## config.mk

```make
export PLATFORM = sky130hd
export DESIGN_NAME = way_select
export DESIGN_NICKNAME = d
export VERILOG_FILES = /design/src/hdl/cache_pkg.sv /design/src/hdl/way_select.sv
export VERILOG_INCLUDE_DIRS = /design/src /design/src/hdl
export SDC_FILE = /design/constraint.sdc
export NUM_CORES = 1
export LEC_CHECK = 0
export ABC_AREA = 1
export BUFFER_PORTS_ARGS = -buffer_cell sky130_fd_sc_hd__clkbuf_2
export CAP_MARGIN = 10
export CORE_MARGIN = 8
export CORE_UTILIZATION = 45
export DETAILED_ROUTE_END_ITERATION = 16
export PLACE_DENSITY = 0.78
export SLEW_MARGIN = 20
export SYNTH_ARGS = -nofsm -noshare
export SYNTH_HDL_FRONTEND = slang
export SYNTH_SLANG_ARGS = --single-unit
```

## constraint.sdc

```tcl
create_clock -name clk_i -period 2.23 [get_ports clk_i]
set_input_delay 0.446 -clock clk_i [delete_from_list [all_inputs] [get_ports clk_i]]
set_output_delay 0.446 -clock clk_i [all_outputs]
set_load 0.01 [all_outputs]
```

## src/hdl/cache_defs.svh

```systemverilog
`ifndef CACHE_DEFS_SVH
`define CACHE_DEFS_SVH

// word address into the backing RAM
`define CACHE_ADDR_W 10

`define CACHE_DATA_W 32
`define CACHE_NBYTES 4

// 16 sets, one word per line
`define CACHE_INDEX_W 4
`define CACHE_NSETS (1 << `CACHE_INDEX_W)

// upper address bits are stored as tag
`define CACHE_TAG_W (`CACHE_ADDR_W - `CACHE_INDEX_W)

`define CACHE_NWAYS 4
`define CACHE_NWAYS_W 2

// backing RAM covers the whole word address space
`define CACHE_RAM_DEPTH (1 << `CACHE_ADDR_W)

`endif

```

## src/hdl/cache_pkg.sv

```systemverilog
`include "cache_defs.svh"

package cache_pkg;

   typedef logic [`CACHE_ADDR_W-1:0]  addr_t;
   typedef logic [`CACHE_DATA_W-1:0]  data_t;
   typedef logic [`CACHE_NBYTES-1:0]  strb_t;
   typedef logic [`CACHE_INDEX_W-1:0] index_t;
   typedef logic [`CACHE_TAG_W-1:0]   tag_t;
   typedef logic [`CACHE_NWAYS_W-1:0] way_t;
   typedef logic [`CACHE_NWAYS-1:0]   ways_vec_t;

   // front-end controller sequencing
   typedef enum logic [2:0] {
      IDLE,
      LOOKUP,
      RESOLVE,
      FETCH,
      REFILL,
      WRITE
   } ctrl_state_t;

endpackage

```

## src/hdl/way_select.sv

```systemverilog
`timescale 1ns/1ps

`include "cache_defs.svh"

module way_select (
   input  logic                                    clk_i,
   input  logic                                    rst_i,
   input  cache_pkg::ways_vec_t                    valid_i,
   input  cache_pkg::tag_t  [`CACHE_NWAYS-1:0]     tags_i,
   input  cache_pkg::data_t [`CACHE_NWAYS-1:0]     datas_i,
   input  cache_pkg::tag_t                         lookup_tag_i,
   input  logic                                    fill_done_i,
   input  cache_pkg::index_t                       fill_index_i,
   output logic                                    hit_o,
   output cache_pkg::way_t                         hit_way_o,
   output cache_pkg::data_t                        hit_data_o,
   output cache_pkg::way_t                         victim_way_o
);

   cache_pkg::ways_vec_t hit_vec;
   cache_pkg::way_t      rr_q [`CACHE_NSETS];

   // parallel tag compare
   always_comb begin
      for (int w = 0; w < `CACHE_NWAYS; w++)
         hit_vec[w] = valid_i[w] && (tags_i[w] == lookup_tag_i);
   end

   assign hit_o = |hit_vec;

   always_comb begin
      hit_way_o  = '0;
      hit_data_o = '0;
      for (int w = 0; w < `CACHE_NWAYS; w++) begin
         if (hit_vec[w]) begin
            hit_way_o  = cache_pkg::way_t'(w);
            hit_data_o = datas_i[w];
         end
      end
   end

   // round-robin pointer per set
   always_ff @(posedge clk_i or posedge rst_i) begin
      if (rst_i) begin
         for (int s = 0; s < `CACHE_NSETS; s++)
            rr_q[s] <= '0;
      end else if (fill_done_i) begin
         rr_q[fill_index_i] <= rr_q[fill_index_i] + 1'b1;
      end
   end

   assign victim_way_o = rr_q[fill_index_i];

   // the controller never fills a tag that already hits
   a_single_hit: assert property (@(posedge clk_i) disable iff (rst_i)
      $onehot0(hit_vec));

endmodule

```

[Yosys cells after proc, flatten, opt, wreduce, memory -nomap -nowiden]
Index checks and enable logic that the tools add are counted.
Storage, ports and cells
  latch bits: 0
  memories: 0
  output and inout port bits: 37
  logic and storage cells: 43
  bits in registers: 32
  ROM bits: 0
  RAM bits: 0
  input bits: 169
Operators by class
  add/sub/neg operators: 1
  divide/modulo/power cells: 0
  eq/ne operators: 4
  bitwise operators: 1
  multiply operators: 0
  reductions and logical operators: 6
  mux-type cells: 13
  $lt $le $gt $ge: 2
  shifts and indexed selects: 0
Operators by type and width (number)
  32-bit two-way mux: 4
  32-bit bitwise mux: 1
  6-bit == test: 4
  2-bit two-way mux: 5
  2-bit binary-select mux with 4-bit select: 1
  2-bit demux with 4-bit select: 1
  5-bit >= comparator, second input constant: 1
  1-bit logical AND: 5
  5-bit by 1-bit less-than comparator with 1-bit output, second input constant: 1
  4-bit NOT with 5-bit output: 1
  4-bit OR reduction: 1
  2-bit by 1-bit adder with 2-bit output, second input constant: 1
  1-bit two-way mux: 1

[Logic depth before layout (Yosys ltp)]
  word-level depth: 6
  depth in mapped cells: 15
  gate-level depth less buffers: 12

[Least setup slack after synthesis]
OpenSTA, ideal clock, no wires.
  path kind: input-to-output
  start point: in tags_i[5] in the netlist's numbering
  end point: out hit_data_o[11]
  setup slack: 0.275 ns
  required time: 1.784 ns
  cell stages on the path: 9
  path buffers: 1
  arrival: 1.509 ns
  cells stage by stage: inv_1 a21boi_0 nand2_1 nor2_1 buf_2 nand3_1 nand2_1 nand2_1 a21oi_1
On the way
  cells in the longest elaborated chain, start to end: 6
Ends and longest elaborated chain
  start, declared: RTL line way_select.sv:9  | input cache_pkg::tag_t [`CACHE_NWAYS-1:0] tags_i,
  6-bit == test: RTL line way_select.sv:26  | hit_vec[w] = valid_i[w] && (tags_i[w] == lookup_tag_i);
  1-bit logical AND: RTL line way_select.sv:26
  32-bit two-way mux (4 in series): RTL line way_select.sv:35  | if (hit_vec[w]) begin
  end, declared: RTL line way_select.sv:16  | output cache_pkg::data_t hit_data_o,
No other way between the ends.

[Worst setup path after layout]
  start point: in tags_i[11] in the netlist's numbering
  end point: out hit_data_o[12]
On the way
  cells in the longest elaborated chain, start to end: 5
Ends and longest elaborated chain (RTL line)
  6-bit == test: way_select.sv:26
  1-bit logical AND: way_select.sv:26
  32-bit two-way mux (3 in series): way_select.sv:35
No other way between the ends.

==> metrics.md <==
| Metric | Value |
|---|---|
| Status | `finished with violations` |
| Violated checks | `setup timing` |
| Fin worst setup slack | `-71.3 ps` |
| First-pass GRT wire length | `25,600 um` |
| Crit end category | `primary output` |
| Fillers | `670` |
| Tcrit/Tclk final | `103%` |
| Residual DRC | `0` |
| Post-route ant nets | `0` |
| Setup Crit Path Kind | `in2out` |
| Initial Util | `46.5%` |
| Final setup viols | `19` |
| TritonRoute pass-1 iters | `8` |
| Min-delay worst type | `in2async` |
| Hold Violations, Final | `0` |
| Number of DRC markers in iteration 0 | `659` |
| Syn Nets | `935` |
| Final HPWL DP | `12,700 um` |
| Area occupied by multi-input gates | `3070 sq um` |
| Clock Pin Slew Worst Setup and Hold Paths | `60 ps` |
| Area Growth Syn to Fin | `59.7%` |
| Via density | `5.19` |
| FF-to-FF End | `rr_q[15]` |
| Worst endpoint data arrival time | `1860 ps` |
| Dpl ws | `-104 ps` |
| CP startpoint | `tags_i[11]` |
| Max Cap Viol | `0` |
| Largest reg by FF count | `rr_q` |
| Root Buffer | `clkbuf_8` |
| Slew Viols, Final | `0` |
| Pwr dens | `367 nW/um^2` |
| DP Area | `5740 sq um` |
| Ant. Diodes | `0` |
| Top flop regs | `rr_q x32` |
| Vias in the first global route | `5,319` |
| Dominant cell type by area after synthesis | `nand2_1` |
| Ys async rst share | `100%` |
| Slew headroom | `71.0%` |
| Hold slack | `212 ps` |
| All-Layer GR Usage | `24.3%` |
| Drt total wl | `19,300 um` |
| Register area | `801 sq um` |
| Synthesized area per cell | `5.61 sq um` |
| CTS sink count | `32` |
| Overflow after GRT | `0` |
| Top post-synthesis cells by area | `nand2_1 (22%), dfrtp_1 (19%), nand3_1 (12%)` |
| Critical Path RT | `1780 ps` |
| Clk_skew | `5.26 ps` |
| Via Count | `5,925` |
| Max reg flops | `32` |
| Syn Inst Count | `766` |
| Largest vdd supply drop | `0.442 mV` |
| Synth warn | `0` |
| R2R depth | `10` |
| Total Nets Final | `1,182` |
| Worst-Margin Slew | `433 ps` |
| Leakage dissipation | `0.00396 uW` |
| Post-synth EDFFs | `0` |
| Ys flop type | `dfrtp_1` |
| Post-synthesis sequential area ratio | `18.6%` |
| Number of antenna violations at the first check in global routing | `0` |
| CTS max path bufs | `2` |
| CTS hold repair buffers | `0` |
| Row Count | `35` |
| Fmax | `0.435 GHz` |
| Total Die Area | `12,900 sq um` |
| Distinct cells, synth | `31` |
| Yosys reg bits | `32` |
| WL/cell | `16.9 um` |
| R2r startpoint | `rr_q[14]` |
| Share of cells above drive strength 1 | `49.1%` |
| Largest net degree at the start of global routing | `33` |
| Port-buffer cells | `205` |
| Crit path max fanout | `16` |
| Worst Setup EP | `hit_data_o[12]` |
| Post-route setup TNS | `-393 ps` |
| Unrepaired setup endpoints after global routing | `true` |
| H-tree depth | `2` |
| Core Box Area | `9240 sq um` |
| GPL Wtd Cong | `0.963` |
| Final instance area | `6860 sq um` |
| I/O pins | `206` |
| Top cell type's share of synthesized area | `21.7%` |
| CTS tree | `done` |
| TritonCTS Buffers | `5` |
| Die X-Extent | `114 um` |
| Synthesized area | `4290 sq um` |
| Final Critical Period | `2300 ps` |
| Worst reg2reg setup slack | `710 ps` |
| Critical path startpoint category | `input pin` |
| Worst skew pair latency | `280 ps` |
| Die Ht | `114 um` |
==> final cells by class <==
class	count	area share, %
inverter	139	7.97
tap	129	2.35
sequential	32	11.7
clock buffer	7	1.40
timing repair buffer	277	31.9
multi-input combinational	558	44.7
==> cell families (layout without fill, tap and decap cells) <==
logic type      count (synthesis)  after routing  share of synthesized area, %
flops                          32             32                          18.6
xor+xnor                        2              2                         0.408
buf+inv                       177            423                          18.2
compound gates                 66             66                          10.2
simple gates                  489            490                          52.6
==> per-stage QoR <==
step | utilization (%) | std cells | total power [uW]
after global placement | 62.1 | 1108 | 1830
after detailed placement | 62.1 | 1108 | 1850
after global routing | 74.2 | 1142 | 2690
after CTS | 66.6 | 1128 | 2390
final | 74.2 | 1142 | 2520
after floorplan | - | 766 | 1450
==> critical path: stages <==
cell,delay (ps)
clkbuf_2,80
inv_1,60
a21boi_2,150
nand2_1,110
nor2_4,160
buf_6,150
buf_12,150
nand3_1,140
nand2_2,90
inv_2,40
nand2_2,80
a21oi_2,60
buf_2,130
==> synth_stat cells (2+ instances only) <==
cell        n
nand2_4     2
nand3_1   101
nand2_2    49
a21oi_2    26
a21oi_1    14
o21ai_1     4
o21ai_0    17
nor3_4      2
nand3_2    19
nor2_2      2
buf_2      18
dfrtp_1    32
buf_6       9
clkbuf_1    5
buf_4       6
nor3_1      2
nor2_1     61
inv_2      35
o22ai_1     2
nand2_1   248
inv_1     102
==> power breakdown <==
part	total (uW)	internal, uW	leakage (uW)	switching, uW
combinational	1200	537	0.00351	662
clock	470	274	0.0000503	196
sequential	846	755	0.000395	91.0
==> repair_timing <==
item,4_1_cts,5_1_grt
cloned,5,8
pin swaps,6,39
setup endpoints to repair,32,34
gates resized for setup,30,167
buffers inserted,8,6
==> layer usage <==
layer,up-vias,part of all wire [%],GRT usage (%)
met5,-,0,0
met4,0,5.5,12.3
met3,95,7.9,3.59
met2,356,51,44.6
met1,2649,36,26.4
li1,2825,-,-
==> placed cells by master (no fill, tap or decap), types with 2 or more instances in the layout <==
master,instances
nand2_1,207
clkbuf_2,164
inv_1,98
nand3_1,82
nand2_2,80
nor2_1,59
nand3_2,36
inv_2,33
dfrtp_1,32
a21oi_2,31
buf_2,28
buf_4,27
buf_6,21
buf_12,19
o21ai_0,14
nand2_4,12
a21oi_1,9
clkbuf_16,8
clkbuf_8,7
buf_8,6
inv_4,5
o21ai_1,5
nor2_4,4
nor3_4,3
buf_16,3
o21ai_2,2
o22ai_1,2
nand3_4,2
==> how the worst min path moves through the flow <==
| stage | startpoint | to | slack [ps] | cells past startpoint |
|---|---|---|---|---|
| global placement | rr_q[11] | rr_q[11] | 460 | 2 |
| global route | rst_i | rr_q[0] | 260 | 3 |
| CTS | rst_i | rr_q[0] | 220 | 3 |
| detailed placement | rr_q[7] | rr_q[7] | 470 | 2 |
| finish | rst_i | rr_q[12] | 210 | 3 |
| floorplan | rr_q[1] | rr_q[1] | 450 | 2 |
No activity file was read; power rests on OpenSTA's default activity.
