[config.mk]
export PLATFORM = sky130hd
export DESIGN_NAME = cache_ctrl
export DESIGN_NICKNAME = d
export VERILOG_FILES = /design/src/hdl/cache_pkg.sv /design/src/hdl/cache_ctrl.sv
export VERILOG_INCLUDE_DIRS = /design/src /design/src/hdl
export SDC_FILE = /design/constraint.sdc
export NUM_CORES = 1
export LEC_CHECK = 0
export BUFFER_PORTS_ARGS = -buffer_cell sky130_fd_sc_hd__clkbuf_2
export CORE_MARGIN = 8
export CORE_UTILIZATION = 45
export CTS_BUF_LIST = sky130_fd_sc_hd__clkbuf_4 sky130_fd_sc_hd__clkbuf_8 sky130_fd_sc_hd__clkbuf_16
export CTS_CLUSTER_SIZE = 40
export DETAILED_ROUTE_END_ITERATION = 10
export PLACE_DENSITY_LB_ADDON = 0.12
export SETUP_SLACK_MARGIN = 0.15
export SYNTH_ARGS = -nofsm -noshare
export SYNTH_HDL_FRONTEND = slang
export SYNTH_SLANG_ARGS = --single-unit
[constraint.sdc]
create_clock -name clk_i -period 4.1 [get_ports clk_i]
set_input_delay 0.205 -clock clk_i [delete_from_list [all_inputs] [get_ports clk_i]]
set_output_delay 0.205 -clock clk_i [all_outputs]
set_load 0.005 [all_outputs]
[src/hdl/cache_defs.svh]
`ifndef CACHE_DEFS_SVH
`define CACHE_DEFS_SVH

// word address into the backing RAM
`define CACHE_ADDR_W 10

`define CACHE_DATA_W 32
`define CACHE_NBYTES 4

// 16 sets, one word per line
`define CACHE_INDEX_W 4
`define CACHE_NSETS (1 << `CACHE_INDEX_W)

// upper address bits are stored as tag
`define CACHE_TAG_W (`CACHE_ADDR_W - `CACHE_INDEX_W)

`define CACHE_NWAYS 4
`define CACHE_NWAYS_W 2

// backing RAM covers the whole word address space
`define CACHE_RAM_DEPTH (1 << `CACHE_ADDR_W)

`endif

[src/hdl/cache_pkg.sv]
`include "cache_defs.svh"

package cache_pkg;

   typedef logic [`CACHE_ADDR_W-1:0]  addr_t;
   typedef logic [`CACHE_DATA_W-1:0]  data_t;
   typedef logic [`CACHE_NBYTES-1:0]  strb_t;
   typedef logic [`CACHE_INDEX_W-1:0] index_t;
   typedef logic [`CACHE_TAG_W-1:0]   tag_t;
   typedef logic [`CACHE_NWAYS_W-1:0] way_t;
   typedef logic [`CACHE_NWAYS-1:0]   ways_vec_t;

   // front-end controller sequencing
   typedef enum logic [2:0] {
      IDLE,
      LOOKUP,
      RESOLVE,
      FETCH,
      REFILL,
      WRITE
   } ctrl_state_t;

endpackage

[src/hdl/cache_ctrl.sv]
`timescale 1ns/1ps

`include "cache_defs.svh"

module cache_ctrl (
   input  logic                 clk_i,
   input  logic                 rst_i,
   input  logic                 req_i,
   input  cache_pkg::addr_t     addr_i,
   input  cache_pkg::data_t     wdata_i,
   input  cache_pkg::strb_t     wstrb_i,
   input  logic                 invalidate_i,
   input  logic                 hit_i,
   input  cache_pkg::way_t      hit_way_i,
   input  cache_pkg::data_t     hit_data_i,
   input  cache_pkg::way_t      victim_way_i,
   input  logic                 be_ack_i,
   input  cache_pkg::data_t     be_rdata_i,
   output logic                 ack_o,
   output cache_pkg::data_t     rdata_o,
   output cache_pkg::index_t    rd_index_o,
   output cache_pkg::tag_t      lookup_tag_o,
   output cache_pkg::ways_vec_t way_we_o,
   output cache_pkg::index_t    wr_index_o,
   output cache_pkg::tag_t      wr_tag_o,
   output cache_pkg::data_t     wr_data_o,
   output cache_pkg::strb_t     wr_strb_o,
   output logic                 fill_o,
   output logic                 inval_all_o,
   output logic                 fill_done_o,
   output logic                 be_req_o,
   output cache_pkg::addr_t     be_addr_o,
   output cache_pkg::data_t     be_wdata_o,
   output cache_pkg::strb_t     be_wstrb_o
);

   cache_pkg::ctrl_state_t state_q;
   cache_pkg::ctrl_state_t state_d;
   cache_pkg::addr_t       addr_q;
   cache_pkg::data_t       wdata_q;
   cache_pkg::strb_t       wstrb_q;
   cache_pkg::way_t        victim_q;
   cache_pkg::data_t       fill_data_q;
   cache_pkg::tag_t        tag;
   cache_pkg::index_t      index;
   logic                   write_q;
   logic                   be_req_q;
   logic                   be_done_q;

   assign tag     = addr_q[`CACHE_ADDR_W-1:`CACHE_INDEX_W];
   assign index   = addr_q[`CACHE_INDEX_W-1:0];
   assign write_q = |wstrb_q;

   always_comb begin
      state_d = state_q;
      case (state_q)
         cache_pkg::IDLE:    if (req_i) state_d = cache_pkg::LOOKUP;
         cache_pkg::LOOKUP:  state_d = cache_pkg::RESOLVE;
         cache_pkg::RESOLVE: begin
            if (write_q)
               state_d = cache_pkg::WRITE;
            else if (hit_i)
               state_d = cache_pkg::IDLE;
            else
               state_d = cache_pkg::FETCH;
         end
         cache_pkg::FETCH:   if (be_ack_i) state_d = cache_pkg::REFILL;
         cache_pkg::REFILL:  state_d = cache_pkg::IDLE;
         cache_pkg::WRITE:   if (be_done_q) state_d = cache_pkg::IDLE;
         default:            state_d = cache_pkg::IDLE;
      endcase
   end

   always_ff @(posedge clk_i or posedge rst_i) begin
      if (rst_i) begin
         state_q   <= cache_pkg::IDLE;
         be_req_q  <= 1'b0;
         be_done_q <= 1'b0;
      end else begin
         state_q  <= state_d;
         // writes go out straight from the request, reads only on a miss
         be_req_q <= (state_q == cache_pkg::IDLE && req_i && |wstrb_i) ||
                     (state_q == cache_pkg::RESOLVE && !write_q && !hit_i);
         if (state_q == cache_pkg::IDLE)
            be_done_q <= 1'b0;
         else if (be_ack_i)
            be_done_q <= 1'b1;
      end
   end

   always_ff @(posedge clk_i) begin
      if (state_q == cache_pkg::IDLE && req_i) begin
         addr_q  <= addr_i;
         wdata_q <= wdata_i;
         wstrb_q <= wstrb_i;
      end
      if (state_q == cache_pkg::RESOLVE)
         victim_q <= victim_way_i;
      if (state_q == cache_pkg::FETCH && be_ack_i)
         fill_data_q <= be_rdata_i;
   end

   assign ack_o = (state_q == cache_pkg::RESOLVE && !write_q && hit_i) ||
                  (state_q == cache_pkg::REFILL) ||
                  (state_q == cache_pkg::WRITE && be_done_q);
   assign rdata_o = (state_q == cache_pkg::REFILL) ? fill_data_q : hit_data_i;

   assign rd_index_o   = index;
   assign lookup_tag_o = tag;

   // hit write in RESOLVE, victim fill in REFILL
   always_comb begin
      way_we_o = '0;
      if (state_q == cache_pkg::RESOLVE && write_q && hit_i)
         way_we_o = cache_pkg::ways_vec_t'(1) << hit_way_i;
      else if (state_q == cache_pkg::REFILL)
         way_we_o = cache_pkg::ways_vec_t'(1) << victim_q;
   end

   assign wr_index_o  = index;
   assign wr_tag_o    = tag;
   assign fill_o      = (state_q == cache_pkg::REFILL);
   assign fill_done_o = (state_q == cache_pkg::REFILL);
   assign wr_data_o   = fill_o ? fill_data_q : wdata_q;
   assign wr_strb_o   = fill_o ? '1 : wstrb_q;
   assign inval_all_o = (state_q == cache_pkg::IDLE) && invalidate_i;

   assign be_req_o   = be_req_q;
   assign be_addr_o  = addr_q;
   assign be_wdata_o = wdata_q;
   assign be_wstrb_o = wstrb_q;

   // the requester must wait for ack_o
   a_req_in_idle: assert property (@(posedge clk_i) disable iff (rst_i)
      req_i |-> state_q == cache_pkg::IDLE);

   // backing RAM answers the next cycle
   a_be_ack: assert property (@(posedge clk_i) disable iff (rst_i)
      be_req_o |=> be_ack_i);

endmodule

* Yosys cells after proc, flatten, opt, wreduce, memory -nomap -nowiden *
Cells that the tools add are included.
Widths: inputs -> output; s select.

word-level totals
  word-level logic and storage cells = 51
  output and inout bits = 143
  memory bits (writable) = 0
  register bits = 85
  memory bits (read-only) = 0
  bits of input ports = 120
  memories = 0
  latch bits = 0

cells by class
  $lt $le $gt $ge = 0
  multiplexer cells = 13
  reductions and logical operators = 20
  shift operators = 2
  $mul = 0
  $add $sub $neg = 0
  divide/modulo/power cells = 0
  bitwise operators = 0
  equality and inequality tests = 8

operators with widths
  kind                 count
  $mux 32              2
  $pmux 3 s5           1
  $mux 3               4
  $mux 4               3
  $logic_and 1x1->1    10
  $reduce_or 4->1      2
  $shl 1x2->4 const A  2
  $eq 3x2->1 const B   2
  $eq 3x3->1 const B   2
  $ne 2x2->1 const B   3
  $eq 3x1->1 const B   1
  $logic_not 3->1      1
  $logic_or 1x1->1     3
  $reduce_and 3->1     1
  $logic_not 1->1      2
  $mux 1               2
  $mux 2               1
  $reduce_bool 2->1    1

* Depth between registers and ports, before layout *
  depth after elaboration = 6
  depth in mapped cells = 5
  mapped depth without buffers = 3

* Worst setup path after synthesis *
OpenSTA, ideal clock, no wires.

  path kind = register to register
  start = register state_q[0]
  end = register addr_q[0], in the netlist be_addr_o[0] (enable)
  path slack = 1664 ps
  clock period less this slack = 2436 ps
  setup time = 408 ps
  buffers on the path = 1
  stages on the path, launching flop included = 4
  data arrival time = 2028 ps
  required time = 3692 ps
  cell sequence = dfrtp_1 > buf_2 > nor3_1 > and2_1

on the way
  cells in the longest elaborated chain, start to end = 2

RTL lines
  item                    RTL line          text
  start, declared         cache_ctrl.sv:37  cache_pkg::ctrl_state_t state_q;
  start signal, assigned  cache_ctrl.sv:76  state_q <= cache_pkg::IDLE;
  start signal, assigned  cache_ctrl.sv:80  state_q <= state_d;
  $logic_not 3->1         cache_ctrl.sv:92  if (state_q == cache_pkg::IDLE && req_i) begin
  $logic_and 1x1->1       cache_ctrl.sv:92
  end signal, assigned    cache_ctrl.sv:93  addr_q <= addr_i;
  end, declared           cache_ctrl.sv:39  cache_pkg::addr_t addr_q;

No other way between the ends.
A chain may end at the register's enable or synchronous reset.

* Final worst setup path *
  start = register state_q[0]
  end = output port rdata_o[12]

on the way
  cells in the longest elaborated chain, start to end = 2

RTL lines
  item           RTL line           text
  $eq 3x3->1     cache_ctrl.sv:106  assign rdata_o = (state_q == cache_pkg::REFILL) ? fill_data_q : hit_data_i;
  $mux 32        cache_ctrl.sv:106
  end, declared  cache_ctrl.sv:20   output cache_pkg::data_t rdata_o,

No other way between the ends.

==> flow_summary.json <==
{
  "grt_pass1_vias": 3058,
  "cp.required_ns": 3.89,
  "crit_arrival_ns": 2.13,
  "rsz0062_at_grt": "false",
  "min-delay-start": "wdata_i[9]",
  "drt-total-wl_um": 11510,
  "cts_root_buffer": "clkbuf_8",
  "final_hold_viol_count": 0,
  "crit_fanout": 41,
  "syn_to_final_growth_pct": 37.07,
  "tns_ns": 0,
  "ios": 263,
  "portBuffers": 262,
  "track_usage_pct": 18.85,
  "endpoint_kind": "output pin",
  "reg2reg_slack_ns": 1.78,
  "cap_violations": 0,
  "powerDensity_nw_per_um2": 559.0,
  "h-tree-depth": 3,
  "synthCells": 227,
  "startpoint_type": "flop",
  "synth_edf_count": 80,
  "power.share.switching_pct": 30.26,
  "setup_violations": 0,
  "seqPwrFrac_pct": 43.3,
  "outcome": "finished clean",
  "nets": 592,
  "yosys.area.top_type": "edfxtp_1",
  "vias_per_cell": 4.897,
  "synth_seq_cells": 85,
  "holdWs_ns": 0.04046,
  "yosysSeqAreaShare_pct": 65.86,
  "final_antenna_net_count": 0,
  "drt_iter0_markers": 118,
  "syn_nets": 347,
  "place_congestion": 0.8638,
  "clk_pin_slew_worst_paths_ns": 0.08,
  "antennaDiodeCount": 0,
  "core_um2": 8258,
  "min_delay_path_depth": 1,
  "reg2reg_depth": 2,
  "synthesis.area_um2": 3837,
  "hold_end": "be_wdata_o[9]",
  "grt_pass1_wl_um": 16750,
  "dr_total_vias": 2845,
  "die_x_um": 108.3,
  "drive_gt1_share_pct": 73.95,
  "hpwl_um": 9405,
  "peakVddDrop_mv": 0.4042,
  "async_flop_share_pct": 5.882,
  "cts_tree": "done",
  "cts_sinks": 85,
  "numCtsBuffers": 9,
  "max_freq_mhz": 428.9,
  "skew_ns": 0.006783,
  "chipHeight_um": 108.3,
  "fin_crit_ns": 2.331,
  "share_comb_of_total_power_pct": 35.3,
  "cellLeakagePower_nw": 2.366,
  "row_count": 33,
  "drv_slew": 0,
  "power.internal_mw": 2.051,
  "dr.pass1.iters": 4,
  "synthFlopType": "edfxtp_1",
  "dieArea_um2": 11740,
  "synthTopCellsByArea": "edfxtp_1, mux2_2, buf_4",
  "cts.path.max_buffers": 2,
  "clockPowerShare_pct": 21.4,
  "slew_headroom_pct": 25.03,
  "syn_avg_cell_area_um2": 16.90,
  "cts-resized-gates": 0,
  "worstMarginPinSlew_ns": 1.124,
  "p_sw_mw": 0.8898,
  "crit_type": "reg2out",
  "r2r-start": "state_q[0]",
  "grt_max_degree": 47,
  "grt.overflow.total": 0,
  "synth_top_cell_area_share_pct": 62.60,
  "drc_errors": 0,
  "clock_latency_ns": 0.33,
  "routedWlPerCell_um": 19.82,
  "ys_types": 32,
  "start_util_pct": 46.47,
  "fillCellCount": 709,
  "ys.warnings.count": 0,
  "antenna_found_initial": 0,
  "r2r_end": "be_addr_o[2]",
  "finalCritPeriodShare_pct": 56.86,
  "hold_class": "in2reg"
}
per-stage QoR:
stage          utilization [%]  setup WS (ns)  cell area [um2]  cells  total power, mW
6_report                 63.70          1.769             5260    581            2.941
5_1_grt                  63.70          1.533             5260    581            3.117
4_1_cts                  63.70          1.716             5260    581            2.989
3_5_place_dp             61.00          1.761             5037    565            2.356
3_3_place_gp             61.00          1.829             5037    565            2.334
2_1_floorplan                -          1.664             3837    227            1.922
area by class of cell:
| cell class | count | area, um2 | area share (%) |
|---|---|---|---|
| Sequential cell | 85 | 2527 | 48.05 |
| Timing Repair Buffer | 265 | 1336 | 25.40 |
| Multi-Input combinational cell | 106 | 1033 | 19.65 |
| Clock buffer | 11 | 138.9 | 2.640 |
| Tap cell | 105 | 131.4 | 2.498 |
| Clock inverter | 4 | 73.82 | 1.403 |
| Inverter | 5 | 18.77 | 0.3568 |
registers in the layout (all words and copies together) (netlist names):
name         count
fill_data_q     32
be_req_o         1
victim_q         2
state_q          3
be_wdata_o      32
be_addr_o       10
be_wstrb_o       4
be_done_q        1
worst max-delay path by stage:
| stage | depth (start not counted) | to | startpoint | slack, ns |
|---|---|---|---|---|
| after floorplan | 3 | be_addr_o[0] | state_q[0] | 1.66 |
| after detailed placement | 2 | be_wdata_o[9] | state_q[0] | 1.76 |
| after global placement | 2 | be_wdata_o[9] | state_q[0] | 1.83 |
| after CTS | 4 | wr_data_o[3] | state_q[0] | 1.72 |
| final | 4 | rdata_o[12] | state_q[0] | 1.77 |
| after global routing | 2 | be_addr_o[2] | state_q[0] | 1.53 |
kinds of logic (layout without fill, tap and decap cells):
family / Yosys count / count (layout) / share of synthesized area (%)
buffers and inverters: 36 / 285 / 7.271
and+or+nand+nor: 28 / 28 / 4.728
AOI/OAI and AO/OA: 13 / 13 / 3.098
DFF: 85 / 85 / 65.86
muxes: 65 / 65 / 19.04
what timing repair did:
| action | CTS | global route |
|---|---|---|
| hold buffers | 1 | 0 |
| endpoints found under the hold margin | 5 | 0 |
| buffers inserted | 0 | 0 |
power groups by stage:
stage	Clock [mW]	Sequential [mW]	Combinational (mW)
2_1_floorplan	0	1.26	0.666
3_3_place_gp	0	1.28	1.05
3_5_place_dp	0	1.29	1.06
4_1_cts	0.646	1.27	1.07
5_1_grt	0.681	1.30	1.14
6_report	0.630	1.27	1.04
cell usage after synthesis (all sizes together) (2+ instances only):
cell,count
edfxtp,80
mux2,64
buf,31
dfrtp,5
inv,5
nand2b,4
o32ai,4
or2,4
nor2,3
and2,2
nand2,2
nand3,2
nor3,2
nor3b,2
o2bb2ai,2
o41ai,2
or4,2
cells in the final DEF, fill, tap and decap left out, drive strengths merged, types with 3 or more instances in the layout:
| cell | instances |
|---|---|
| clkbuf | 273 |
| mux2 | 64 |
| inv | 5 |
| nand2b | 4 |
| or2 | 4 |
| nor2 | 3 |
| dfrtp | 5 |
| edfxtp | 80 |
| o32ai | 4 |
worst max-delay path: stages (launching register included):
cell and delay, ns:
dfrtp_1 0.56, nor3b_4 0.25, buf_4 0.43, mux2_2 0.40, clkbuf_2 0.12
routing by layer:
metal	GRT usage (%)	up-vias	wire, um
met4	7.234	0	210
met1	18.81	1321	3995
met5	0	-	0
li1	-	1340	-
met2	35.00	170	6075
met3	6.603	14	1233
Note: power is estimated with default switching activity, not from simulation.
