===== config.mk =====
export PLATFORM = sky130hd
export DESIGN_NAME = cache_way
export DESIGN_NICKNAME = d
export VERILOG_FILES = /design/src/hdl/cache_pkg.sv /design/src/hdl/cache_way.sv
export VERILOG_INCLUDE_DIRS = /design/src /design/src/hdl
export SDC_FILE = /design/constraint.sdc
export NUM_CORES = 1
export LEC_CHECK = 0
export BUFFER_PORTS_ARGS = -buffer_cell sky130_fd_sc_hd__buf_2
export CORE_MARGIN = 8
export CORE_UTILIZATION = 55
export DETAILED_ROUTE_END_ITERATION = 8
export GPL_TIMING_DRIVEN = 1
export PLACE_DENSITY = 0.75
export SYNTH_ARGS = -nofsm -noshare
export SYNTH_HDL_FRONTEND = slang
export SYNTH_SLANG_ARGS = --single-unit

===== constraint.sdc =====
create_clock -name clk_i -period 1.2 [get_ports clk_i]
set_clock_uncertainty 0.1 [all_clocks]
set_input_delay 0.06 -clock clk_i [delete_from_list [all_inputs] [get_ports clk_i]]
set_output_delay 0.06 -clock clk_i [all_outputs]
set_load 0.02 [all_outputs]

===== src/hdl/cache_defs.svh =====
`ifndef CACHE_DEFS_SVH
`define CACHE_DEFS_SVH

// word address into the backing RAM
`define CACHE_ADDR_W 10

`define CACHE_DATA_W 32
`define CACHE_NBYTES 4

// 16 sets, one word per line
`define CACHE_INDEX_W 4
`define CACHE_NSETS (1 << `CACHE_INDEX_W)

// upper address bits are stored as tag
`define CACHE_TAG_W (`CACHE_ADDR_W - `CACHE_INDEX_W)

`define CACHE_NWAYS 4
`define CACHE_NWAYS_W 2

// backing RAM covers the whole word address space
`define CACHE_RAM_DEPTH (1 << `CACHE_ADDR_W)

`endif


===== src/hdl/cache_pkg.sv =====
`include "cache_defs.svh"

package cache_pkg;

   typedef logic [`CACHE_ADDR_W-1:0]  addr_t;
   typedef logic [`CACHE_DATA_W-1:0]  data_t;
   typedef logic [`CACHE_NBYTES-1:0]  strb_t;
   typedef logic [`CACHE_INDEX_W-1:0] index_t;
   typedef logic [`CACHE_TAG_W-1:0]   tag_t;
   typedef logic [`CACHE_NWAYS_W-1:0] way_t;
   typedef logic [`CACHE_NWAYS-1:0]   ways_vec_t;

   // front-end controller sequencing
   typedef enum logic [2:0] {
      IDLE,
      LOOKUP,
      RESOLVE,
      FETCH,
      REFILL,
      WRITE
   } ctrl_state_t;

endpackage


===== src/hdl/cache_way.sv =====
`timescale 1ns/1ps

`include "cache_defs.svh"

module cache_way (
   input  logic              clk_i,
   input  logic              rst_i,
   input  cache_pkg::index_t rd_index_i,
   input  logic              we_i,
   input  cache_pkg::index_t wr_index_i,
   input  cache_pkg::tag_t   wr_tag_i,
   input  cache_pkg::data_t  wr_data_i,
   input  cache_pkg::strb_t  wr_strb_i,
   input  logic              fill_i,
   input  logic              inval_all_i,
   output logic              valid_o,
   output cache_pkg::tag_t   tag_o,
   output cache_pkg::data_t  data_o
);

   logic [`CACHE_NSETS-1:0] valid_q;
   cache_pkg::tag_t         tag_mem  [`CACHE_NSETS];
   cache_pkg::data_t        data_mem [`CACHE_NSETS];

   always_ff @(posedge clk_i or posedge rst_i) begin
      if (rst_i) begin
         valid_q <= '0;
         valid_o <= 1'b0;
      end else begin
         if (inval_all_i)
            valid_q <= '0;
         else if (we_i && fill_i)
            valid_q[wr_index_i] <= 1'b1;
         valid_o <= valid_q[rd_index_i];
      end
   end

   always_ff @(posedge clk_i) begin
      if (we_i && fill_i)
         tag_mem[wr_index_i] <= wr_tag_i;
      // merge by byte, a fill has every strobe set
      if (we_i) begin
         for (int b = 0; b < `CACHE_NBYTES; b++) begin
            if (wr_strb_i[b])
               data_mem[wr_index_i][b*8 +: 8] <= wr_data_i[b*8 +: 8];
         end
      end
      tag_o  <= tag_mem[rd_index_i];
      data_o <= data_mem[rd_index_i];
   end

   // plain writes only happen on a hit
   a_write_hits_valid: assert property (@(posedge clk_i) disable iff (rst_i)
      (we_i && !fill_i) |-> valid_q[wr_index_i]);

endmodule


## After elaboration in Yosys (flattened, before gate mapping)

Memory sizes are Yosys's and may differ from the RTL's. A register that Yosys moved wholly into a read port is not among the register bits.
Cells that the tools add are included.

| storage, ports and cells | value |
|---|---|
| bits in registers | 17 |
| latch bits | 0 |
| bits in writable memories | 608 |
| ROM bits | 0 |
| bits of input ports | 55 |
| memories | 2 |

| cells by class | value |
|---|---|
| add/sub/neg operators | 0 |
| multipliers | 0 |
| divide/modulo/power cells | 0 |
| magnitude comparators | 3 |
| eq/ne operators | 0 |
| shift operators | 0 |
| muxes and demuxes | 20 |
| bitwise operators | 1 |
| reductions and logical operators | 3 |

Memories:

| name | words | bits a word | rd ports | clocked after memory_dff | wr ports | line | RTL |
|---|---|---|---|---|---|---|---|
| data_mem | 16 | 32 | 1 | 1 | 1 | cache_way.sv:23 | `` cache_pkg::data_t data_mem [`CACHE_NSETS]; `` |
| tag_mem | 16 | 6 | 1 | 1 | 1 | cache_way.sv:22 | `` cache_pkg::tag_t tag_mem [`CACHE_NSETS]; `` |

Operator list:

| operator | count |
|---|---|
| 16-bit two-way mux | 2 |
| 1-bit two-way mux | 16 |
| 16-bit OR | 1 |
| 4-bit by 5-bit < comparator with 1-bit output, second input constant | 2 |
| 1-bit binary-select mux with 4-bit select | 1 |
| 1-bit demux with 4-bit select | 1 |
| 4-bit by 1-bit greater-or-equal comparator with 1-bit output, second input constant | 1 |
| 1-bit logical AND | 2 |
| 2-bit nonzero test | 1 |

## Depth between registers and ports, before layout

Gate-level depths: netlist (run 1).

| depth | value |
|---|---|
| depth in word-level cells | 7 |
| depth in mapped cells | 6 |
| depth with buffers taken out | 3 |

## Least setup slack after synthesis (run 1)

OpenSTA, ideal clock, no wires.

| timing | value |
|---|---|
| path type | input-to-reg |
| from | in wr_index_i[0] |
| to | mem data_mem[13][0] (netlist name), enable pin |
| setup time | 0.370 ns |
| arrival | 1.287 ns |
| required time | 0.730 ns |
| slack | -0.558 ns |
| stages on the path | 5 |
| path buffers | 2 |
| cell sequence | clkbuf_1 -> nor2b_1 -> clkbuf_1 -> nand3_1 -> nor2_1 |

RTL lines:

| what | line | RTL |
|---|---|---|
| from (decl) | cache_way.sv:10 | `input cache_pkg::index_t wr_index_i,` |
| to (decl) | cache_way.sv:23 |  |

Straight into the memory's write port.

==> metrics, run 1 <==
GPL Wtd Cong=0.824; row cnt=between 70 and 80; R2R Setup Slk=-0.31 ns; pre-CTS WS=-0.547 ns; layout cells sized above 1=0.448; Worst Setup Start Kind=flop; CP arrival=between 1.5 and 2 ns; slew margin rel.=0.0779; vias in the first global route=about 14000; post-synthesis sequential area ratio=0.788; final period utilization=1.25; Reg2Reg Launch Point=data_mem[3][19]; Hold Startpoint=rd_index_i[2]; Num Clock Sinks=663; status=complete, but fails checks; PwrDens=1560 nW/µm²; WL final=between 50000 and 60000 µm; syn nets=about 1200; Die Height=roughly 230 µm; clock latency on the worst-skew pair=0.62 ns; post-DR vias/cell=between 6 and 7; Hold EP=data_o[22]; max cap viols=0; Yosys Warn Count=0; die span in x=between 200 and 250 µm; Max IR drop VDD=between 1 and 1.5 mV; Critical Path RT=around 1.6 ns; FMAX=roughly 660 MHz; Hold Path Stages=4; ANT nets after route=0; CP Buf/Inv Count=0; Iter 0 DRT Violations=~1300; count of state elements after synthesis=around 660; drt drc=0; starting density of the core=0.558; Final Hold Viols=0; path depth of the worst reg2reg path=3; core region area=between 40000 and 50000 µm²; WP depth=3; total number of vias=13000; I/O Pins=94; crit end category=flop; most frequent cells in the layout=608 x edfxtp_1, 156 x mux4_2, 146 x buf_4; TritonCTS clock tree=built; commonest non-fill, non-tap cell in the layout=edfxtp_1; CTS Buffer Depth=3; critical path's top delay family=multiplexers; Pleak=about 11 nW; CP Cell Sequence=mux4_2, a22oi_2, nand2_2; RSZ-0062 raised after global routing=yes; CTS clock-pin slew for the worst setup and hold paths=0.06 ns; Worst Max-Slew Pin Slew=1.38 ns; largest stage delay on the critical path=between 0.5 and 0.6 ns; HPWL after DPL=around 36000 µm; final setup fails=78; Netlist Area Pre-Place=between 20000 and 25000 µm²; cts bufs inserted=between 60 and 70; PnR worst setup slack=-0.305 ns; H-tree levels=2; global-route wire length before repair=slightly below 90000 µm; CP max-delay cell=mux4_2; post-synth cell types=20; antenna violations before repair=1; Initial DRT Pass Iterations=6; CP Class=flop to flop; Post-Syn Instances=~1100; hold slack=0.0352 ns; port bufs=just over 90; Overflow after GRT=0; Reg-to-Reg End=data_o[19]; final period demand of the worst path=between 1.5 and 2 ns; net count reported at finish=about 1600; WL per Instance=around 28 µm; FILL cells=around 2500; crit path max fanout=1; Final Max Tran Viols=0; DP Area=between 20000 and 30000 µm²; die footprint=between 50000 and 60000 µm²; violated checks=setup timing; area grow syn2layout=26.5%; Hold Crit Class=primary input to flop; root buf cell=clkbuf_16; gr usage total=0.226; largest net degree at the start of global routing=30; syn_area_per_cell=21.5 µm²; post-route cell area=between 30000 and 40000 µm²
[worst max-delay path by stage]
stage,endpoint,from
CTS,data_o[19],data_mem[3][19]
global route,data_o[19],data_mem[3][19]
detailed placement,data_mem[12][13],wr_index_i[1]
floorplan,data_mem[13][0],wr_index_i[0]
global placement,data_o[7],rd_index_i[3]
finish,data_o[19],data_mem[3][19]
[area by class of cell]
cell class                 count  area, µm²  area share
clock inverter                21        226     0.00726
inverter                       1       3.75    0.000120
timing repair buffer         354       3630       0.116
multi-input combinational    416       5270       0.169
sequential                   663      19500       0.625
tap                          592        741      0.0237
antenna                        1       2.50   0.0000802
clock buffer                  95       1830      0.0586
[report_power, final]
group          internal (mW)  leakage [nW]  switching, mW  total [mW]
registers               25.6          6.04          0.185        25.8
clock network           11.3         0.993           8.19        19.5
logic                   1.57          3.48           1.71        3.29
total                   38.5          10.5           10.1        48.6
[cell families (layout without fill, tap and decap cells)]
family	after synthesis	count (layout)	synth area share
other	0	1	0
buffers and inverters	68	471	0.0142
AO/OA/AOI/OAI	94	94	0.0286
flip-flops	663	663	0.788
multiplexers	156	156	0.142
AND/OR/NAND/NOR	166	166	0.0265
[synth_stat cells]
| master | n | area [µm²] |
|---|---|---|
| a22oi_1 | 78 | 586 |
| a31oi_1 | 9 | 56.3 |
| a41oi_1 | 6 | 52.6 |
| and2_1 | 2 | 12.5 |
| buf_1 | 12 | 45.0 |
| buf_2 | 3 | 15.0 |
| buf_4 | 8 | 60.1 |
| buf_6 | 8 | 90.1 |
| clkbuf_1 | 36 | 135 |
| dfrtp_1 | 17 | 425 |
| dfxtp_1 | 38 | 761 |
| edfxtp_1 | 608 | 18300 |
| inv_1 | 1 | 3.75 |
| mux4_2 | 156 | 3510 |
| nand2_1 | 53 | 199 |
| nand3_1 | 6 | 30.0 |
| nand4_1 | 1 | 6.26 |
| nor2_1 | 98 | 368 |
| nor2b_1 | 6 | 37.5 |
| o21ba_2 | 1 | 10.0 |
[stage by stage]
step | power [mW] | std cells | setup TNS, ns | utilization
floorplan | 27.6 | 1147 | -276.67 | -
global placement | 29.0 | 1976 | -189.21 | 0.635
detailed placement | 29.1 | 1976 | -217.59 | 0.635
CTS | 48.9 | 2142 | -9.50 | 0.704
global route | 49.9 | 2142 | -10.81 | 0.705
finish | 48.6 | 2143 | -7.75 | 0.705
[registers in the layout (all words and copies together), names as in the netlist]
signal / flops
valid_q: 16
valid_o: 1
data_mem: 512
tag_o: 6
tag_mem: 96
data_o: 32
[what timing repair did]
| item | CTS | global route |
|---|---|---|
| hold buffers | 50 | 0 |
| hold endpoints to repair | 649 | 0 |
| setup endpoints to repair | 78 | 93 |
| setup buffers | 0 | 0 |
| pin swaps | 57 | 14 |
| gates resized for setup | 159 | 16 |
[layer usage]
metal / part of all wire / vias up / routed length, µm / global-route usage
met3: 0.089 / 136 / 5280 / 0.0529
met1: 0.37 / 6751 / 21900 / 0.288
met5: 0 / - / 0 / 0
met4: 0.035 / 0 / 2060 / 0.0852
met2: 0.51 / 693 / 29900 / 0.376
li1: - / 5447 / - / -
[tightest hold or removal path, delay by kind of cell]
kind / cells / cell delay (ns)
and+or+nand+nor: 2 / 0.29
AOI/OAI and AO/OA: 1 / 0.24
buffers and inverters: 1 / 0.11
No activity file was read; power rests on OpenSTA's default activity.
==> run 2: changes to the inputs <==
--- a/config.mk
+++ b/config.mk
@@ -12,6 +12,7 @@
 export DETAILED_ROUTE_END_ITERATION = 8
 export GPL_TIMING_DRIVEN = 1
 export PLACE_DENSITY = 0.75
+export SKIP_CTS_REPAIR_TIMING = 1
 export SYNTH_ARGS = -nofsm -noshare
 export SYNTH_HDL_FRONTEND = slang
 export SYNTH_SLANG_ARGS = --single-unit
==> metrics, run 2 (synthesized netlist as in run 1, its figures left out) <==
status=complete, but fails checks (unchanged); violated checks=setup timing (unchanged); H-tree levels=2 (unchanged); hold slack=0.0142 ns (was 0.0352 ns); Top reg by flops=data_mem (unchanged); Num Clock Sinks=663 (unchanged); post-route insts no fill=2140 (was 2143); drt drc=0 (unchanged); post-route cell area=31200 µm² (about the same); antenna violations before repair=1 (unchanged); Max IR drop VDD=1.24 mV (about the same); vias in the first global route=13400 (was 13900); port bufs=93 (unchanged); Final Hold Viols=0 (unchanged); final setup fails=78 (unchanged); max reg flops=512 (unchanged); cts bufs inserted=61 (unchanged); starting density of the core=0.558 (unchanged); gr usage total=0.218 (was 0.226); Die Height=228 µm (unchanged); DP Area=28100 µm² (unchanged); global-route wire length before repair=84400 µm (was 87600 µm); Worst Max-Slew Pin Slew=1.36 ns (was 1.38 ns); worst setup path endpoint=data_o[19] (unchanged); PnR worst setup slack=-0.326 ns (was -0.305 ns); slew margin rel.=0.0883 (was 0.0779); CTS Buffer Depth=3 (unchanged); post-DR vias/cell=6.06 (was 6.08); crit end category=flop (unchanged); die footprint=51900 µm² (unchanged); crit path max fanout=1 (unchanged); layout cells sized above 1=0.447 (was 0.448); HPWL after DPL=35700 µm (unchanged); max cap viols=0 (unchanged); top flop regs=data_mem (512), tag_mem (96), data_o (32) (unchanged); Initial DRT Pass Iterations=6 (unchanged); final core occ=0.705 (about the same); Fin Setup TNS=-7.94 ns (was -7.75 ns); path depth of the worst reg2reg path=3 (unchanged); Reg-to-Reg End=data_o[19] (unchanged); met3 usage=0.0509 (was 0.0529); Cell Count Post-Placement=1976 (unchanged); row cnt=77 (unchanged); RSZ-0062 raised after global routing=yes (unchanged); GR Util met1=0.283 (was 0.288); Overall Power=48.6 mW (about the same); root buf cell=clkbuf_16 (unchanged); Final Max Tran Viols=0 (unchanged); die span in x=228 µm (unchanged); area grow syn2layout=26.3% (was 26.5%); Reg2Reg Launch Point=data_mem[6][19] (was data_mem[3][19]); largest net degree at the start of global routing=30 (unchanged); met2 usage=0.356 (was 0.376); CP Class=flop to flop (unchanged); FMAX=655 MHz (was 664 MHz); Register Area=19500 µm² (about the same); CP arrival=1.91 ns (was 1.90 ns); total number of vias=13000 (about the same); I/O Pins=94 (unchanged); PwrDens=1560 nW/µm² (about the same); clock latency on the worst-skew pair=0.62 ns (about the same); Iter 0 DRT Violations=1203 (was 1340); TritonCTS clock tree=built (unchanged); Hold Crit Class=primary input to flop (unchanged); Worst Setup Start Kind=flop (unchanged); most frequent cells in the layout=608 x edfxtp_1, 156 x mux4_2, 146 x buf_4 (unchanged); Pleak=10.5 nW (about the same); CTS clock-pin slew for the worst setup and hold paths=0.06 ns (about the same); GPL Wtd Cong=0.824 (unchanged); Critical Path RT=1.58 ns (was 1.60 ns); commonest non-fill, non-tap cell in the layout=edfxtp_1 (unchanged); final period utilization=1.27 (was 1.25); core region area=44200 µm² (unchanged); FILL cells=2481 (was 2469); ANT nets after route=0 (unchanged); WL per Instance=27.3 µm (was 27.6 µm); R2R Setup Slk=-0.33 ns (was -0.31 ns); crit path from=data_mem[6][19] (was data_mem[3][19]); net count reported at finish=1549 (was 1552); final period demand of the worst path=1.53 ns (was 1.51 ns); Overflow after GRT=0 (unchanged); multi-input logic area=5270 µm² (about the same); WL final=58300 µm (was 59100 µm); pre-CTS WS=-0.547 ns (unchanged); GR peak layer=met2 (unchanged)
## run 2: cell count changes in the layout (fill, tap and decap cells not counted)
| cell | previous run | this run |
|---|---|---|
| a22oi_1 | 25 | 24 |
| nor2b_1 | 3 | 4 |
| dfxtp_2 | 35 | 36 |
| nand2_2 | 1 | 0 |
| dlygate4sd3_1 | 49 | 47 |
| nand2_1 | 52 | 53 |
| a22oi_2 | 53 | 54 |
| nor2_2 | 41 | 40 |
| nor2b_2 | 1 | 0 |
| nor2_1 | 56 | 57 |
| dfxtp_4 | 2 | 1 |
| dlymetal6s4s_1 | 1 | 0 |
## run 2: layout make-up
type / count / share of cell area
Antenna cell: 1 / 0.0000803
Clock buffer: 95 / 0.0586
Clock inverter: 21 / 0.00727
Inverter: 1 / 0.000120
Multi-Input combinational cell: 416 / 0.169
Sequential cell: 663 / 0.626
Tap cell: 592 / 0.0238
Timing Repair Buffer: 351 / 0.115
## run 2: report_power, final
| group | internal [mW] | switching, mW |
|---|---|---|
| logic | 1.56 | 1.70 |
| clock network | 11.3 | 8.16 |
| registers | 25.6 | 0.186 |
| total | 38.5 | 10.0 |
## run 2: worst min-delay path by stage
stage	startpoint	to	slack (ns)	cells after the start
after floorplan	rst_i	valid_o	-0.11	1
after global placement	rst_i	valid_q[14]	0.003	3
after detailed placement	rst_i	valid_q[15]	-0.006	3
after CTS	rst_i	valid_q[10]	-0.68	3
after global routing	rd_index_i[1]	tag_o[2]	0.02	5
final	wr_index_i[3]	valid_q[5]	0.01	5
## run 2: critical path: stages (launching register included)
cell and delay (ns):
edfxtp_1 0.43, mux4_2 0.52, a22oi_2 0.21, nand2_1 0.14
## run 2: metal layers
layer	share of wire	wire length [µm]
met1	0.38	22000
met3	0.089	5170
met4	0.036	2090
met5	0	0
met2	0.50	29100
